`src/issue_config.svh`:
```
/*
 * Width and depth settings for the issue stage.
 * ROB_DEPTH must equal 2**TAG_W, since every tag indexes a ready bit.
 * Tag zero is reserved for "no producer" and "no free entry".
 */
`ifndef ISSUE_CONFIG_SVH
`define ISSUE_CONFIG_SVH

// ==================================================
// Datapath
// ==================================================
`define XLEN 32
`define REG_W 5

// ==================================================
// ROB
// ==================================================
`define TAG_W 4
`define ROB_DEPTH 16

`endif

```
`src/issue_pkg.sv`:
```
/*
 * Shared types of the issue stage.
 * Struct fields follow the fixed RV32I layout and do not scale with XLEN.
 */
package issue_pkg;

    typedef enum logic [6:0] {
        OP_LUI   = 7'b0110111,
        OP_AUIPC = 7'b0010111,
        OP_JAL   = 7'b1101111,
        OP_JALR  = 7'b1100111,
        OP_BR    = 7'b1100011,
        OP_LOAD  = 7'b0000011,
        OP_STORE = 7'b0100011,
        OP_IMM   = 7'b0010011,
        OP_REG   = 7'b0110011
    } opcode_e;

    typedef enum logic [2:0] {
        ALU_ADD = 3'b000,
        ALU_SLL = 3'b001,
        ALU_SRA = 3'b010,
        ALU_SUB = 3'b011,
        ALU_XOR = 3'b100,
        ALU_SRL = 3'b101,
        ALU_OR  = 3'b110,
        ALU_AND = 3'b111
    } alu_op_e;

    // Branch funct3, SLT and SLTU ride on blt and bltu
    typedef enum logic [2:0] {
        CMP_BEQ  = 3'b000,
        CMP_BNE  = 3'b001,
        CMP_BLT  = 3'b100,
        CMP_BGE  = 3'b101,
        CMP_BLTU = 3'b110,
        CMP_BGEU = 3'b111
    } cmp_op_e;

    typedef enum logic {
        ROB_REG = 1'b0,
        ROB_BR  = 1'b1
    } rob_op_e;

    typedef enum logic [1:0] {
        UNIT_NONE = 2'd0,
        UNIT_ALU  = 2'd1,
        UNIT_CMP  = 2'd2
    } unit_e;

    // ==================================================
    // Instruction word views
    // ==================================================
    typedef struct packed {
        logic [6:0] funct7;
        logic [4:0] rs2;
        logic [4:0] rs1;
        logic [2:0] funct3;
        logic [4:0] rd;
        opcode_e    opcode;
    } r_fmt_t;

    typedef struct packed {
        logic [11:0] imm;
        logic [4:0]  rs1;
        logic [2:0]  funct3;
        logic [4:0]  rd;
        opcode_e     opcode;
    } i_fmt_t;

    typedef struct packed {
        logic       imm12;
        logic [5:0] imm10_5;
        logic [4:0] rs2;
        logic [4:0] rs1;
        logic [2:0] funct3;
        logic [3:0] imm4_1;
        logic       imm11;
        opcode_e    opcode;
    } b_fmt_t;

    typedef struct packed {
        logic [19:0] imm;
        logic [4:0]  rd;
        opcode_e     opcode;
    } u_fmt_t;

    typedef union packed {
        r_fmt_t r_fmt;
        i_fmt_t i_fmt;
        b_fmt_t b_fmt;
        u_fmt_t u_fmt;
    } inst_u;

endpackage

```
`src/dispatch_regs.sv`:
```
/*
 * Operand forwarding from the ROB and the registered dispatch outputs.
 * Station and ROB outputs follow the accept edge by one cycle, one cycle wide.
 * Only the target station's payload is loaded; the other holds its old value.
 */
`timescale 1ns/1ps
`include "issue_config.svh"

module dispatch_regs (
    input  logic                               clk,
    input  logic                               rst,
    input  logic                               i_accept,
    input  issue_pkg::unit_e                   i_unit,
    input  issue_pkg::alu_op_e                 i_alu_op,
    input  issue_pkg::cmp_op_e                 i_cmp_op,
    input  logic                               i_is_br,
    input  logic                               i_use_rs2,
    input  logic                               i_use_pc,
    input  logic                               i_zero_rs1,
    input  logic [`XLEN-1:0]                   i_imm,
    input  logic [`XLEN-1:0]                   i_pc,
    input  logic                               i_br_pred,
    input  logic [`REG_W-1:0]                  i_rd,
    input  logic [`TAG_W-1:0]                  i_tag,
    input  logic [`TAG_W-1:0]                  i_reg_qj,
    input  logic [`TAG_W-1:0]                  i_reg_qk,
    input  logic [`XLEN-1:0]                   i_reg_vj,
    input  logic [`XLEN-1:0]                   i_reg_vk,
    input  logic [`ROB_DEPTH-1:0]              i_rob_ready,
    input  logic [`ROB_DEPTH-1:0][`XLEN-1:0]   i_rob_vals,
    output logic                               o_alu_valid,
    output logic [`XLEN-1:0]                   o_alu_vj,
    output logic [`XLEN-1:0]                   o_alu_vk,
    output logic [`TAG_W-1:0]                  o_alu_qj,
    output logic [`TAG_W-1:0]                  o_alu_qk,
    output issue_pkg::alu_op_e                 o_alu_op,
    output logic [`TAG_W-1:0]                  o_alu_dest,
    output logic                               o_cmp_valid,
    output logic                               o_cmp_is_br,
    output logic [`XLEN-1:0]                   o_cmp_vj,
    output logic [`XLEN-1:0]                   o_cmp_vk,
    output logic [`TAG_W-1:0]                  o_cmp_qj,
    output logic [`TAG_W-1:0]                  o_cmp_qk,
    output issue_pkg::cmp_op_e                 o_cmp_op,
    output logic [`TAG_W-1:0]                  o_cmp_dest,
    output logic [`XLEN-1:0]                   o_cmp_pc,
    output logic [`XLEN-1:0]                   o_cmp_imm,
    output logic                               o_cmp_br_pred,
    output logic                               o_rob_valid,
    output issue_pkg::rob_op_e                 o_rob_op,
    output logic [`REG_W-1:0]                  o_rob_dest
);
    import issue_pkg::*;

    logic             hit_j;
    logic             hit_k;
    logic [`XLEN-1:0] vj;
    logic [`XLEN-1:0] vk;
    logic [`TAG_W-1:0] qj;
    logic [`TAG_W-1:0] qk;

    // ==================================================
    // Forwarding and operand select
    // ==================================================
    assign hit_j = (i_reg_qj != '0) && i_rob_ready[i_reg_qj];
    assign hit_k = (i_reg_qk != '0) && i_rob_ready[i_reg_qk];

    always_comb begin
        vj = hit_j ? i_rob_vals[i_reg_qj] : i_reg_vj;
        qj = hit_j ? '0 : i_reg_qj;
        if (i_zero_rs1 || i_use_pc) begin
            vj = i_use_pc ? i_pc : '0;
            qj = '0;
        end
        // Branch compares rs1/rs2, its offset goes out separately
        vk = i_use_rs2 ? (hit_k ? i_rob_vals[i_reg_qk] : i_reg_vk) : i_imm;
        qk = (i_use_rs2 && !hit_k) ? i_reg_qk : '0;
    end

    // ==================================================
    // Dispatch registers
    // ==================================================
    always_ff @(posedge clk) begin
        if (rst) begin
            o_alu_valid <= 1'b0;
            o_cmp_valid <= 1'b0;
            o_rob_valid <= 1'b0;
        end else begin
            o_alu_valid <= i_accept && (i_unit == UNIT_ALU);
            o_cmp_valid <= i_accept && (i_unit == UNIT_CMP);
            o_rob_valid <= i_accept;
        end
    end

    always_ff @(posedge clk) begin
        if (i_accept && i_unit == UNIT_ALU) begin
            o_alu_vj   <= vj;
            o_alu_vk   <= vk;
            o_alu_qj   <= qj;
            o_alu_qk   <= qk;
            o_alu_op   <= i_alu_op;
            o_alu_dest <= i_tag;
        end
        if (i_accept && i_unit == UNIT_CMP) begin
            o_cmp_is_br   <= i_is_br;
            o_cmp_vj      <= vj;
            o_cmp_vk      <= vk;
            o_cmp_qj      <= qj;
            o_cmp_qk      <= qk;
            o_cmp_op      <= i_cmp_op;
            o_cmp_dest    <= i_tag;
            o_cmp_pc      <= i_pc;
            o_cmp_imm     <= i_imm;
            o_cmp_br_pred <= i_br_pred;
        end
        if (i_accept) begin
            o_rob_op   <= i_is_br ? ROB_BR : ROB_REG;
            o_rob_dest <= i_rd; // raw rd field for branches
        end
    end

    a_one_station: assert property (@(posedge clk) disable iff (rst)
        !(o_alu_valid && o_cmp_valid));

endmodule

```
`src/inst_decode.sv`:
```
/*
 * Pure combinational decode of the instruction at the queue head.
 * Only OP-IMM, OP, LUI, AUIPC and conditional branches are kept; anything
 * else, and branches with funct3 010/011, come out as unit none.
 */
`timescale 1ns/1ps
`include "issue_config.svh"

module inst_decode (
    input  logic [`XLEN-1:0]  i_inst,
    output issue_pkg::unit_e   o_unit,
    output issue_pkg::alu_op_e o_alu_op,
    output issue_pkg::cmp_op_e o_cmp_op,
    output logic               o_is_br,
    output logic               o_use_rs2,
    output logic               o_use_pc,
    output logic               o_zero_rs1,
    output logic               o_writes_rd,
    output logic [`XLEN-1:0]   o_imm,
    output logic [`REG_W-1:0]  o_rs1,
    output logic [`REG_W-1:0]  o_rs2,
    output logic [`REG_W-1:0]  o_rd
);
    import issue_pkg::*;

    inst_u            word;
    logic [2:0]       funct3;
    logic             f7_b5;
    logic [`XLEN-1:0] imm_i;
    logic [`XLEN-1:0] imm_b;
    logic [`XLEN-1:0] imm_u;

    assign word   = i_inst;
    assign funct3 = word.r_fmt.funct3;
    assign f7_b5  = word.r_fmt.funct7[5];

    assign o_rs1 = word.r_fmt.rs1;
    assign o_rs2 = word.r_fmt.rs2;
    assign o_rd  = word.r_fmt.rd;

    // ==================================================
    // Immediates
    // ==================================================
    assign imm_i = {{(`XLEN-12){word.i_fmt.imm[11]}}, word.i_fmt.imm};
    assign imm_b = {{(`XLEN-12){word.b_fmt.imm12}}, word.b_fmt.imm11,
                    word.b_fmt.imm10_5, word.b_fmt.imm4_1, 1'b0};
    assign imm_u = {word.u_fmt.imm, 12'h000};

    always_comb begin
        o_unit      = UNIT_NONE;
        o_alu_op    = ALU_ADD;
        o_cmp_op    = CMP_BEQ;
        o_is_br     = 1'b0;
        o_use_rs2   = 1'b0;
        o_use_pc    = 1'b0;
        o_zero_rs1  = 1'b0;
        o_writes_rd = 1'b0;
        o_imm       = '0;

        case (word.r_fmt.opcode)
            OP_IMM, OP_REG: begin
                o_writes_rd = 1'b1;
                o_use_rs2   = (word.r_fmt.opcode == OP_REG);
                o_imm       = imm_i;
                o_unit      = UNIT_ALU;
                case (funct3)
                    3'b000: o_alu_op = (o_use_rs2 && f7_b5) ? ALU_SUB : ALU_ADD;
                    3'b001: o_alu_op = ALU_SLL;
                    3'b100: o_alu_op = ALU_XOR;
                    3'b101: o_alu_op = f7_b5 ? ALU_SRA : ALU_SRL;
                    3'b110: o_alu_op = ALU_OR;
                    3'b111: o_alu_op = ALU_AND;
                    3'b010: begin
                        o_unit   = UNIT_CMP; // slt
                        o_cmp_op = CMP_BLT;
                    end
                    default: begin
                        o_unit   = UNIT_CMP; // sltu
                        o_cmp_op = CMP_BLTU;
                    end
                endcase
            end
            OP_LUI: begin
                o_unit      = UNIT_ALU;
                o_writes_rd = 1'b1;
                o_zero_rs1  = 1'b1; // 0 + imm
                o_imm       = imm_u;
            end
            OP_AUIPC: begin
                o_unit      = UNIT_ALU;
                o_writes_rd = 1'b1;
                o_use_pc    = 1'b1; // pc + imm
                o_imm       = imm_u;
            end
            OP_BR: begin
                o_is_br   = 1'b1;
                o_use_rs2 = 1'b1;
                o_imm     = imm_b;
                o_cmp_op  = cmp_op_e'(funct3);
                if (funct3[2:1] != 2'b01) begin
                    o_unit = UNIT_CMP;
                end
            end
            default: ;
        endcase
    end

endmodule

```
`src/issue_ctrl.sv`:
```
/*
 * Accept and drop decision for the queue head, all combinational.
 * A dropped head shifts whatever the ROB and station state is.
 * clk and rst only drive the assertions.
 */
`timescale 1ns/1ps
`include "issue_config.svh"

module issue_ctrl (
    input  logic              clk,
    input  logic              rst,
    input  logic              i_valid,
    input  issue_pkg::unit_e  i_unit,
    input  logic              i_writes_rd,
    input  logic [`REG_W-1:0] i_rd,
    input  logic [`TAG_W-1:0] i_rob_free_tag,
    input  logic              i_alu_ready,
    input  logic              i_cmp_ready,
    output logic              o_shift,
    output logic              o_load_tag,
    output logic [`TAG_W-1:0] o_tag_out,
    output logic [`REG_W-1:0] o_rd_out,
    output logic              o_accept
);
    import issue_pkg::*;

    logic drop;
    logic unit_ready;

    // Unknown encodings and writes to x0 leave the queue without dispatch
    assign drop = (i_unit == UNIT_NONE) || (i_writes_rd && i_rd == '0);

    always_comb begin
        case (i_unit)
            UNIT_ALU: unit_ready = i_alu_ready;
            UNIT_CMP: unit_ready = i_cmp_ready;
            default:  unit_ready = 1'b0;
        endcase
    end

    assign o_accept   = i_valid && !drop && (i_rob_free_tag != '0) && unit_ready;
    assign o_shift    = o_accept || (i_valid && drop);
    assign o_load_tag = o_accept && i_writes_rd; // branches never rename
    assign o_tag_out  = o_load_tag ? i_rob_free_tag : '0;
    assign o_rd_out   = o_load_tag ? i_rd : '0;

    // ==================================================
    // Checks
    // ==================================================
    a_load_needs_shift: assert property (@(posedge clk) disable iff (rst)
        o_load_tag |-> o_shift);
    a_shift_needs_valid: assert property (@(posedge clk) disable iff (rst)
        o_shift |-> i_valid);

endmodule

```
`src/issue_unit.sv`:
```
/*
 * Issue stage top. Shift and register-file tag load are same-cycle outputs,
 * station and ROB entries follow one cycle after the accept edge.
 * The ROB free tag must be zero when no entry is free.
 */
`timescale 1ns/1ps
`include "issue_config.svh"

module issue_unit (
    input  logic                               clk,
    input  logic                               rst,
    input  logic                               i_valid,
    input  logic [`XLEN-1:0]                   i_pc,
    input  logic [`XLEN-1:0]                   i_inst,
    input  logic                               i_br_pred,
    output logic                               o_shift,
    output logic [`REG_W-1:0]                  o_rs1,
    output logic [`REG_W-1:0]                  o_rs2,
    output logic                               o_load_tag,
    output logic [`TAG_W-1:0]                  o_tag_out,
    output logic [`REG_W-1:0]                  o_rd_out,
    input  logic [`TAG_W-1:0]                  i_reg_qj,
    input  logic [`TAG_W-1:0]                  i_reg_qk,
    input  logic [`XLEN-1:0]                   i_reg_vj,
    input  logic [`XLEN-1:0]                   i_reg_vk,
    input  logic [`TAG_W-1:0]                  i_rob_free_tag,
    input  logic [`ROB_DEPTH-1:0]              i_rob_ready,
    input  logic [`ROB_DEPTH-1:0][`XLEN-1:0]   i_rob_vals,
    output logic                               o_rob_valid,
    output issue_pkg::rob_op_e                 o_rob_op,
    output logic [`REG_W-1:0]                  o_rob_dest,
    input  logic                               i_alu_ready,
    output logic                               o_alu_valid,
    output logic [`XLEN-1:0]                   o_alu_vj,
    output logic [`XLEN-1:0]                   o_alu_vk,
    output logic [`TAG_W-1:0]                  o_alu_qj,
    output logic [`TAG_W-1:0]                  o_alu_qk,
    output issue_pkg::alu_op_e                 o_alu_op,
    output logic [`TAG_W-1:0]                  o_alu_dest,
    input  logic                               i_cmp_ready,
    output logic                               o_cmp_valid,
    output logic                               o_cmp_is_br,
    output logic [`XLEN-1:0]                   o_cmp_vj,
    output logic [`XLEN-1:0]                   o_cmp_vk,
    output logic [`TAG_W-1:0]                  o_cmp_qj,
    output logic [`TAG_W-1:0]                  o_cmp_qk,
    output issue_pkg::cmp_op_e                 o_cmp_op,
    output logic [`TAG_W-1:0]                  o_cmp_dest,
    output logic [`XLEN-1:0]                   o_cmp_pc,
    output logic [`XLEN-1:0]                   o_cmp_imm,
    output logic                               o_cmp_br_pred
);
    import issue_pkg::*;

    unit_e             unit;
    alu_op_e           alu_op;
    cmp_op_e           cmp_op;
    logic              is_br;
    logic              use_rs2;
    logic              use_pc;
    logic              zero_rs1;
    logic              writes_rd;
    logic [`XLEN-1:0]  imm;
    logic [`REG_W-1:0] rd;
    logic              accept;

    inst_decode decode_i (
        .i_inst(i_inst), .o_unit(unit), .o_alu_op(alu_op), .o_cmp_op(cmp_op),
        .o_is_br(is_br), .o_use_rs2(use_rs2), .o_use_pc(use_pc),
        .o_zero_rs1(zero_rs1), .o_writes_rd(writes_rd), .o_imm(imm),
        .o_rs1(o_rs1), .o_rs2(o_rs2), .o_rd(rd)
    );

    issue_ctrl ctrl_i (
        .clk(clk), .rst(rst), .i_valid(i_valid), .i_unit(unit),
        .i_writes_rd(writes_rd), .i_rd(rd), .i_rob_free_tag(i_rob_free_tag),
        .i_alu_ready(i_alu_ready), .i_cmp_ready(i_cmp_ready),
        .o_shift(o_shift), .o_load_tag(o_load_tag), .o_tag_out(o_tag_out),
        .o_rd_out(o_rd_out), .o_accept(accept)
    );

    dispatch_regs dispatch_i (
        .clk(clk), .rst(rst), .i_accept(accept), .i_unit(unit),
        .i_alu_op(alu_op), .i_cmp_op(cmp_op), .i_is_br(is_br),
        .i_use_rs2(use_rs2), .i_use_pc(use_pc), .i_zero_rs1(zero_rs1),
        .i_imm(imm), .i_pc(i_pc), .i_br_pred(i_br_pred), .i_rd(rd),
        .i_tag(i_rob_free_tag),
        .i_reg_qj(i_reg_qj), .i_reg_qk(i_reg_qk),
        .i_reg_vj(i_reg_vj), .i_reg_vk(i_reg_vk),
        .i_rob_ready(i_rob_ready), .i_rob_vals(i_rob_vals),
        .o_alu_valid(o_alu_valid), .o_alu_vj(o_alu_vj), .o_alu_vk(o_alu_vk),
        .o_alu_qj(o_alu_qj), .o_alu_qk(o_alu_qk), .o_alu_op(o_alu_op),
        .o_alu_dest(o_alu_dest),
        .o_cmp_valid(o_cmp_valid), .o_cmp_is_br(o_cmp_is_br),
        .o_cmp_vj(o_cmp_vj), .o_cmp_vk(o_cmp_vk),
        .o_cmp_qj(o_cmp_qj), .o_cmp_qk(o_cmp_qk), .o_cmp_op(o_cmp_op),
        .o_cmp_dest(o_cmp_dest), .o_cmp_pc(o_cmp_pc), .o_cmp_imm(o_cmp_imm),
        .o_cmp_br_pred(o_cmp_br_pred),
        .o_rob_valid(o_rob_valid), .o_rob_op(o_rob_op), .o_rob_dest(o_rob_dest)
    );

endmodule

```
`config.mk`:
```
export PLATFORM = sky130hd
export DESIGN_NAME = issue_unit
export DESIGN_NICKNAME = d
export VERILOG_FILES = /design/src/issue_pkg.sv /design/src/dispatch_regs.sv /design/src/inst_decode.sv /design/src/issue_ctrl.sv /design/src/issue_unit.sv
export VERILOG_INCLUDE_DIRS = /design/src
export SDC_FILE = /design/constraint.sdc
export NUM_CORES = 1
export LEC_CHECK = 0
export ABC_CLOCK_PERIOD_IN_PS = 24300
export BUFFER_PORTS_ARGS = -buffer_cell sky130_fd_sc_hd__buf_2
export CAP_MARGIN = 15
export CORE_AREA = 10 10 354 356
export DETAILED_ROUTE_END_ITERATION = 8
export DIE_AREA = 0 0 364 366
export GPL_ROUTABILITY_DRIVEN = 0
export GPL_TIMING_DRIVEN = 0
export PLACE_DENSITY = 0.36
export SLEW_MARGIN = 5
export SYNTH_ARGS = -nofsm -noshare
export SYNTH_HDL_FRONTEND = slang
export SYNTH_SLANG_ARGS = --single-unit
```
`constraint.sdc`:
```
create_clock -name clk -period 24.3 [get_ports clk]
set_input_delay 7.29 -clock clk [delete_from_list [all_inputs] [get_ports clk]]
set_output_delay 7.29 -clock clk [all_outputs]
set_load 0.1 [all_outputs]
```
* Word-level counts from Yosys, hierarchy flattened
Cells that the tools add are included.
Cells by class: eq/ne operators 14, reduce and logical (&&, ||, !) cells 27, magnitude comparators 2, muxes and demuxes 34
Operators with widths (number):
- binary-select mux 32 bit (select 4 bit) | 2
- two-way mux 32 bit | 7
- one-hot mux 32 bit (3 select lines) | 1
- one-hot mux 3 bit (6 select lines) | 1
- two-way mux 4 bit | 4
- == test 7 x 5 -> 1 bit, second input constant | 2
- == test 7 x 6 -> 1 bit, second input constant | 2
- == test 3 bit, second input constant | 4
- logical AND 1 bit | 12
- one-hot mux 3 bit (2 select lines) | 2
- nonzero test 4 bit | 3
- less-than comparator 4 x 5 -> 1 bit, second input constant | 2
- binary-select mux 1 bit (select 4 bit) | 2
- == test 7 bit, second input constant | 1
- two-way mux 1 bit | 7
- two-way mux 2 bit | 3
- one-hot mux 2 bit (3 select lines) | 1
- OR reduction 6 bit | 1
- zero test 5 bit | 1
- two-way mux 5 bit | 1
- one-hot mux 1 bit (2 select lines) | 2
- OR reduction 2 bit | 2
- OR reduction 4 bit | 1
- == test 3 x 1 -> 1 bit, second input constant | 1
- 9 further kinds | 12
Storage, ports and cells: output and inout bits 254, bits in registers 233, logic and storage cells 98

* Depth between registers and ports, before layout
Gate-level depths: netlist of run 1.
depth after elaboration 12, depth in mapped cells 12, gate-level depth less buffers 11

* Modules after synthesis
Synthesis of run 1 repeated with hierarchy kept, for this count alone.
Unflattened totals: cells, all modules 1128, area, all modules 17006.3 µm²
Modules (own cells, without submodules):
- dispatch_regs | times used 1, area each 16143.0 µm², cells an instance 1009
- inst_decode | times used 1, area each 663.1 µm², cells an instance 91
- issue_ctrl | times used 1, area each 200.2 µm², cells an instance 28

* Worst setup path before layout of run 1
OpenSTA, ideal clock, no wires.
path kind in2out, start point input port i_inst[3], end point output port o_rd_out[1], required time 17010 ps, arrival 10599 ps, cell stages on the path 10, path slack 6411 ps, cell sequence nand3b_1 nor3b_1 clkbuf_1 nand2_1 and2_1 ha_1 nor4b_1 nor3b_1 clkbuf_1 and3_1
Between the ends: cells in the longest elaborated chain, start to end 11, elaborated cells on any way between the ends 22, those cells by class 7 x eq/ne; 4 x mux; 11 x reduce/logical
RTL lines:
- from (decl) | line issue_unit.sv:14 | input logic [`XLEN-1:0] i_inst,
- == test 7 x 6 -> 1 bit / == test 7 x 5 -> 1 bit (equally long branches) | line inst_decode.sv:60 | case (word.r_fmt.opcode)
- OR reduction 2 bit (no line) (tied with other cells)
- one-hot mux 2 bit (3 select lines) / two-way mux 1 bit (equally long branches) | line inst_decode.sv:60
- zero test 2 bit / logical AND 1 bit (equally long branches) | line issue_ctrl.sv:31 | assign drop = (i_unit == UNIT_NONE) || (i_writes_rd && i_rd == '0);
- logical OR 1 bit | line issue_ctrl.sv:31
- zero test 1 bit | line issue_ctrl.sv:41 | assign o_accept = i_valid && !drop && (i_rob_free_tag != '0) && unit_ready;
- logical AND 1 bit (2 in series) | line issue_ctrl.sv:41
- logical AND 1 bit (*) | line issue_ctrl.sv:41
- named net accept | line issue_unit.sv:65 | logic accept;
- logical AND 1 bit (*) | line issue_ctrl.sv:43 | assign o_load_tag = o_accept && i_writes_rd;
- two-way mux 5 bit (*) | line issue_ctrl.sv:45 | assign o_rd_out = o_load_tag ? i_rd : '0;
- to (decl) | line issue_unit.sv:21 | output logic [`REG_W-1:0] o_rd_out,
Mark *: on every way through the listed nets, which the timed path passes. The rest lies on a longest branch.

* Worst setup path after layout of run 1
start point input port i_inst[3], end point output port o_rd_out[3]
Same word-level chain as after synthesis.

==> impl_metrics.yaml, run 1 <==
logic_synthesis:
  syn_area_um2: 16900
  syn_nets: 1686
  synth_ff_type: "edfxtp_1"
  syn-instance-count: 1009
  yosysMostFrequentCell: "mux4_2"
  avgSynthCellArea_um2: 16.8
  synth_cell_types: 47
  ys_warn_count: 0
  ys_top_cells_by_area: "mux4_2 43%, edfxtp_1 41%, a221o_1 2.2%"
  synth_enable_flop_cells: 230
  yosys.area.top_type: "mux4_2"
  synth-seq-cells: 233
  yosysSeqAreaShare_pct: 41.2
  synth_top_area_share_pct: 42.7
  synthArstFlopShare_pct: 0
  synth_common_cells: "321 x mux4_2, 230 x edfxtp_1, 64 x nand2_1, 44 x clkbuf_1, 40 x inv_1"
floorplan:
  pin_count: 928
  core_area_um2: 118000
  die_y_um: 366
  start_util_pct: 14.4
  die_area_um2: 133000
  fp-row-count: 126
  die_w_um: 364
global_route:
  grt_pass1_wl_um: 176000
  grt_max_degree: 53
  grt_pass1_vias: 17800
  antenna_found_initial: 32
  grt_usage_pct: 19.6
  overflow: 0
critical_path:
  start_kind: "primary input"
  crit_cells: 12
  end_kind: "primary output"
  cp.required_ns: 17.01
  cp_data_arrival_time_ns: 11.67
  path_cells: "buf_2, nand3b_1, nor3b_1, clkbuf_1, nand2_1, and2_1, ha_1, nor4b_1, nor3b_1, clkbuf_1, and3_1, buf_2"
  crit_family: "simple AND/OR/NAND/NOR gates"
  max_stage_delay_ns: 0.60
  crit_path_start: "i_inst[3]"
  crit_end: "o_rd_out[3]"
  path_buf_inv: 4
  critPathSlowestCell: "nor3b_1"
  path_max_fanout: 15
  criticalPathCategory: "primary input to primary output"
placed_design:
  dp_hpwl_um: 116000
  place_ws_ns: 5.43
  portBuffers: 922
  place_inst: 3478
clock_tree:
  cts-htree-levels: 1
  cts_tree: "yes"
  cts_buffer_depth: 3
  cts_made_buffers: 29
  cts_post_setup_buffers_inserted: 0
  cts-root-buf: "clkbuf_16"
  clkSinkCount: 233
  clk_pin_slew_ns: 0.06
  cts_resized: 0
  hold_buffers: 0
sta:
  finalWorstPathRequiredPeriod_ns: 18.96
  tightestPinTransition_ns: 1.26
  rsz0062_at_grt: "false"
  fin_crit_sh_pct: 78.0
  hold_viol: 0
  slew_headroom_pct: 15.7
  setup-violations-final: 0
  slew_viol_final: 0
  fin_ws_ns: 5.34
  whs_ns: 6.84
  finalSetupTns_ns: 0
  fmax_mhz: 52.7
finish:
  multi_input_area_um2: 9230
  nets: 2651
  seqCellArea_um2: 6970
  area_growth_pct: 45.8
  drive_above_1_share_pct: 69.0
  fill_cells: 12800
  fin_cells: 3541
job:
  cap_violations: 0
power_and_ir_drop:
  leakagePower_uw: 0.00932
  power.density_nw_per_um2: 49.6
  peakVddDrop_mv: 0.0498
routing:
  ant_nets: 0
  dr.pass1.iters: 7
  drc: 0
  num_vias: 16500
  drt-vias-per-instance: 4.66
  wire_per_inst_um: 38.8
  drt_iter0_drc: 1708
  wl_um: 137000
worst_hold_path:
  min_path_type: "primary input to flop"
status:
  status: "finished, final reports clean"
==> worst min path at each step <==
stage	cells after the start	start	end
6_report	2	rst	dispatch_i.o_rob_valid
5_1_grt	2	rst	dispatch_i.o_rob_valid
4_1_cts	1	i_br_pred	dispatch_i.o_cmp_br_pred
3_5_place_dp	1	i_br_pred	dispatch_i.o_cmp_br_pred
3_3_place_gp	1	i_br_pred	dispatch_i.o_cmp_br_pred
2_1_floorplan	1	rst	dispatch_i.o_rob_valid
==> area by class of cell <==
type	count	area share (%)
repair buffers	934	19.7
clock inverters	12	0.426
flip-flops and latches	233	28.2
inverters	40	0.608
clock buffers	42	3.26
plain buffers	115	2.48
multi-input cells	621	37.4
well taps	1536	7.79
diodes	8	0.0811
==> layer usage <==
layer,track usage [%],up-vias,wire length (um)
li1,-,6384,-
met1,23.3,8797,53000
met2,34.9,1114,69700
met3,4.67,193,11000
met4,4.76,16,3550
met5,0,-,84
==> registers in the layout, summed over array words and instances, names as in the netlist, 5 cells and up <==
signal and cells:
dispatch_i.o_cmp_imm 32, dispatch_i.o_cmp_pc 32, dispatch_i.o_cmp_vj 32, dispatch_i.o_rob_dest 5, dispatch_i.o_alu_vk 32, dispatch_i.o_cmp_vk 32
dispatch_i.o_alu_vj 32
==> cells by family after synthesis <==
logic type	synth area share, %
AO/OA/AOI/OAI	4.97
adder cells (fa/ha/maj)	0.222
buffers and inverters	4.41
flip-flops	41.2
multiplexers	43.4
AND/OR/NAND/NOR	5.85
==> metrics by stage <==
| step | utilization [%] | total power (uW) | instance area, um2 |
|---|---|---|---|
| global route | 20.9 | 1270 | 24700 |
| floorplan | - | 616 | 16900 |
| global placement | 19.9 | 798 | 23500 |
| CTS | 20.9 | 1250 | 24600 |
| finish | 21.0 | 1220 | 24700 |
| detailed placement | 20.2 | 803 | 23700 |
==> placed cells by master (no fill, tap or decap), types with 6 or more instances in the layout <==
master / n
a221o_1: 37
clkbuf_16: 29
a211oi_1: 7
clkbuf_2: 6
mux4_2: 321
inv_1: 40
nor2_1: 8
a221oi_1: 26
clkinv_2: 8
nand2_1: 64
edfxtp_1: 230
and2_1: 16
and3_1: 16
diode_2: 8
buf_4: 15
buf_1: 7
a22o_1: 6
buf_16: 6
clkbuf_1: 48
nor2b_1: 35
nor3_1: 27
buf_2: 962
buf_6: 10
mux2i_1: 7
==> report_power, final <==
group / internal (uW) / switching, uW
clock network: 241 / 196
logic: 156 / 189
registers: 443 / 0.000122
Power figures use the tool's default switching activity.
==> inputs of run 2 (changes only) <==
--- a/config.mk
+++ b/config.mk
@@ -6,15 +6,15 @@
 export SDC_FILE = /design/constraint.sdc
 export NUM_CORES = 1
 export LEC_CHECK = 0
-export ABC_CLOCK_PERIOD_IN_PS = 24300
+export ABC_CLOCK_PERIOD_IN_PS = 18800
 export BUFFER_PORTS_ARGS = -buffer_cell sky130_fd_sc_hd__buf_2
 export CAP_MARGIN = 15
-export CORE_AREA = 10 10 354 356
+export CORE_AREA = 10 10 358 360
 export DETAILED_ROUTE_END_ITERATION = 8
-export DIE_AREA = 0 0 364 366
+export DIE_AREA = 0 0 368 370
 export GPL_ROUTABILITY_DRIVEN = 0
 export GPL_TIMING_DRIVEN = 0
-export PLACE_DENSITY = 0.36
+export PLACE_DENSITY = 0.35
 export SLEW_MARGIN = 5
 export SYNTH_ARGS = -nofsm -noshare
 export SYNTH_HDL_FRONTEND = slang
==> constraint.sdc (replaced) <==
create_clock -name clk -period 18.8 [get_ports clk]
set_input_delay 5.64 -clock clk [delete_from_list [all_inputs] [get_ports clk]]
set_output_delay 5.64 -clock clk [all_outputs]
set_load 0.1 [all_outputs]
==> run 2 against run 1 <==
Net effect: die area up 2.2%; sequential cell count unchanged; via count rose by 0.22%; critical path type unchanged.
==> impl_metrics.yaml, run 2 (synthesized netlist as in run 1, its figures left out) <==
worst_hold_path:
  hold_depth: 2
  min_from: "rst"
  min_path_type: "primary input to flop"
  holdPathEnd: "dispatch_i.o_rob_valid"
finish:
  fin_util_pct: 20.5
  seqCellArea_um2: 6970
  final_common_cell: "buf_2"
  fill_cells: 13300
  mostFrequentLayoutCells: "963 x buf_2, 321 x mux4_2, 230 x edfxtp_1"
  drive_above_1_share_pct: 69.0
  fin_cells: 3644
  nets: 2648
  multi_input_area_um2: 9230
  area_growth_pct: 46.4
power_and_ir_drop:
  peakVddDrop_mv: 0.0562
  pwr-share-comb_pct: 28.5
  power_frac_clock_pct: 35.2
  leakagePower_uw: 0.00930
  switching_share_pct: 31.6
  intPower_uw: 1080
  power.density_nw_per_um2: 63.7
  p_switching_uw: 500
  p_seq_share_pct: 36.3
sta:
  slew_headroom_pct: 13.6
  rsz0062_at_grt: "false"
  tightestPinTransition_ns: 1.30
  finalWorstPathRequiredPeriod_ns: 15.79
  fin_ws_ns: 3.01
  fin_crit_sh_pct: 84.0
  fmax_mhz: 63.3
  hold_viol: 0
  finalSetupTns_ns: 0
  setup-violations-final: 0
  slew_viol_final: 0
job:
  cap_violations: 0
routing:
  wire_per_inst_um: 38.1
  num_vias: 16500
  ant_nets: 0
  drc: 0
  drt_iter0_drc: 1714
  wl_um: 139000
  drt-vias-per-instance: 4.54
  dr.pass1.iters: 5
critical_path:
  start_kind: "primary input"
  end_kind: "primary output"
  max_stage_delay_ns: 0.70
  critPathSlowestCell: "nor3b_1"
  criticalPathCategory: "primary input to primary output"
  path_max_fanout: 15
  cp_data_arrival_time_ns: 10.15
  cp.required_ns: 13.16
  path_cells: "buf_2, nand3b_1, nor3b_1, clkbuf_1, nand2_1, and2_1, ha_1, nor4b_1, nor3b_1, clkbuf_1, and3_1, buf_2"
clock_tree:
  hold_buffers: 0
  cts_post_setup_buffers_inserted: 0
  cts_tree: "yes"
  cts_buffer_depth: 3
  cts_made_buffers: 30
  clkSinkCount: 233
  cts-root-buf: "clkbuf_16"
  cts-htree-levels: 1
  clk_pin_slew_ns: 0.06
  cts_resized: 0
global_route:
  grt_pass1_vias: 17700
  grt_usage_pct: 19.2
  grt_pass1_wl_um: 176000
  grt_max_degree: 52
  antenna_found_initial: 65
  overflow: 0
floorplan:
  fp-row-count: 128
  die_w_um: 368
  die_area_um2: 136000
  start_util_pct: 14.0
  pin_count: 928
  core_area_um2: 121000
  die_y_um: 370
status:
  status: "finished, final reports clean"
placed_design:
  place_ws_ns: 3.15
  place_inst: 3564
  dp_hpwl_um: 118000
  portBuffers: 922
==> run 2: cell types whose count changed in the layout (fill, tap and decap cells not counted), moves of 2 or more <==
cell,change
diode_2,+16
clkbuf_1,-9
clkinv_1,+9
clkbuf_8,-3
buf_8,-2
clkbuf_2,+2
clkinvlp_4,+2
==> run 2: layout make-up <==
| cell class | count | area share (%) |
|---|---|---|
| multi-input combinational | 621 | 37.2 |
| sequential | 233 | 28.1 |
| timing repair buffer | 930 | 19.4 |
| tap | 1625 | 8.20 |
| clock buffer | 33 | 3.07 |
| buffer | 115 | 2.49 |
| clock inverter | 23 | 0.661 |
| inverter | 40 | 0.606 |
| antenna | 24 | 0.242 |
==> run 2: worst max path at each step <==
| stage | from | to |
|---|---|---|
| after global placement | i_inst[3] | dispatch_i.o_cmp_pc[2] |
| final | i_inst[3] | o_rd_out[3] |
| after global routing | i_inst[3] | o_rd_out[3] |
| after detailed placement | i_inst[3] | o_rd_out[3] |
| after floorplan | i_inst[3] | o_rd_out[1] |
| after CTS | i_inst[3] | o_rd_out[3] |
==> run 2: critical path: cells and delay by family <==
| kind | cells | cell delay [ns] |
|---|---|---|
| fa+ha+maj | 1 | 0.29 |
| buf+inv | 4 | 1.66 |
| simple gates | 7 | 2.53 |
==> run 2: stage by stage <==
step	power [uW]	hold WS [ns]	cell area, um2
2_1_floorplan	796	5.73	16900
6_report	1580	5.20	24800
3_3_place_gp	1040	5.82	23600
5_1_grt	1640	5.17	24800
3_5_place_dp	1040	5.82	23800
4_1_cts	1610	5.15	24700
==> run 2: power by group through the flow <==
stage          sequential (uW)  clock (uW)  combinational, uW
2_1_floorplan              584           0                212
3_3_place_gp               584           0                451
3_5_place_dp               584           0                458
4_1_cts                    573         573                460
5_1_grt                    573         593                473
6_report                   573         556                450
==> run 2: per-layer routing <==
layer  vias to the layer above  global-route usage [%]  part of all wire (%)
li1                       6404                       -                     -
met1                      8688                    23.1                    39
met2                      1187                    33.5                    50
met3                       226                    5.25                   8.2
met4                        36                    5.12                   2.8
met5                         -                   0.175                  0.17
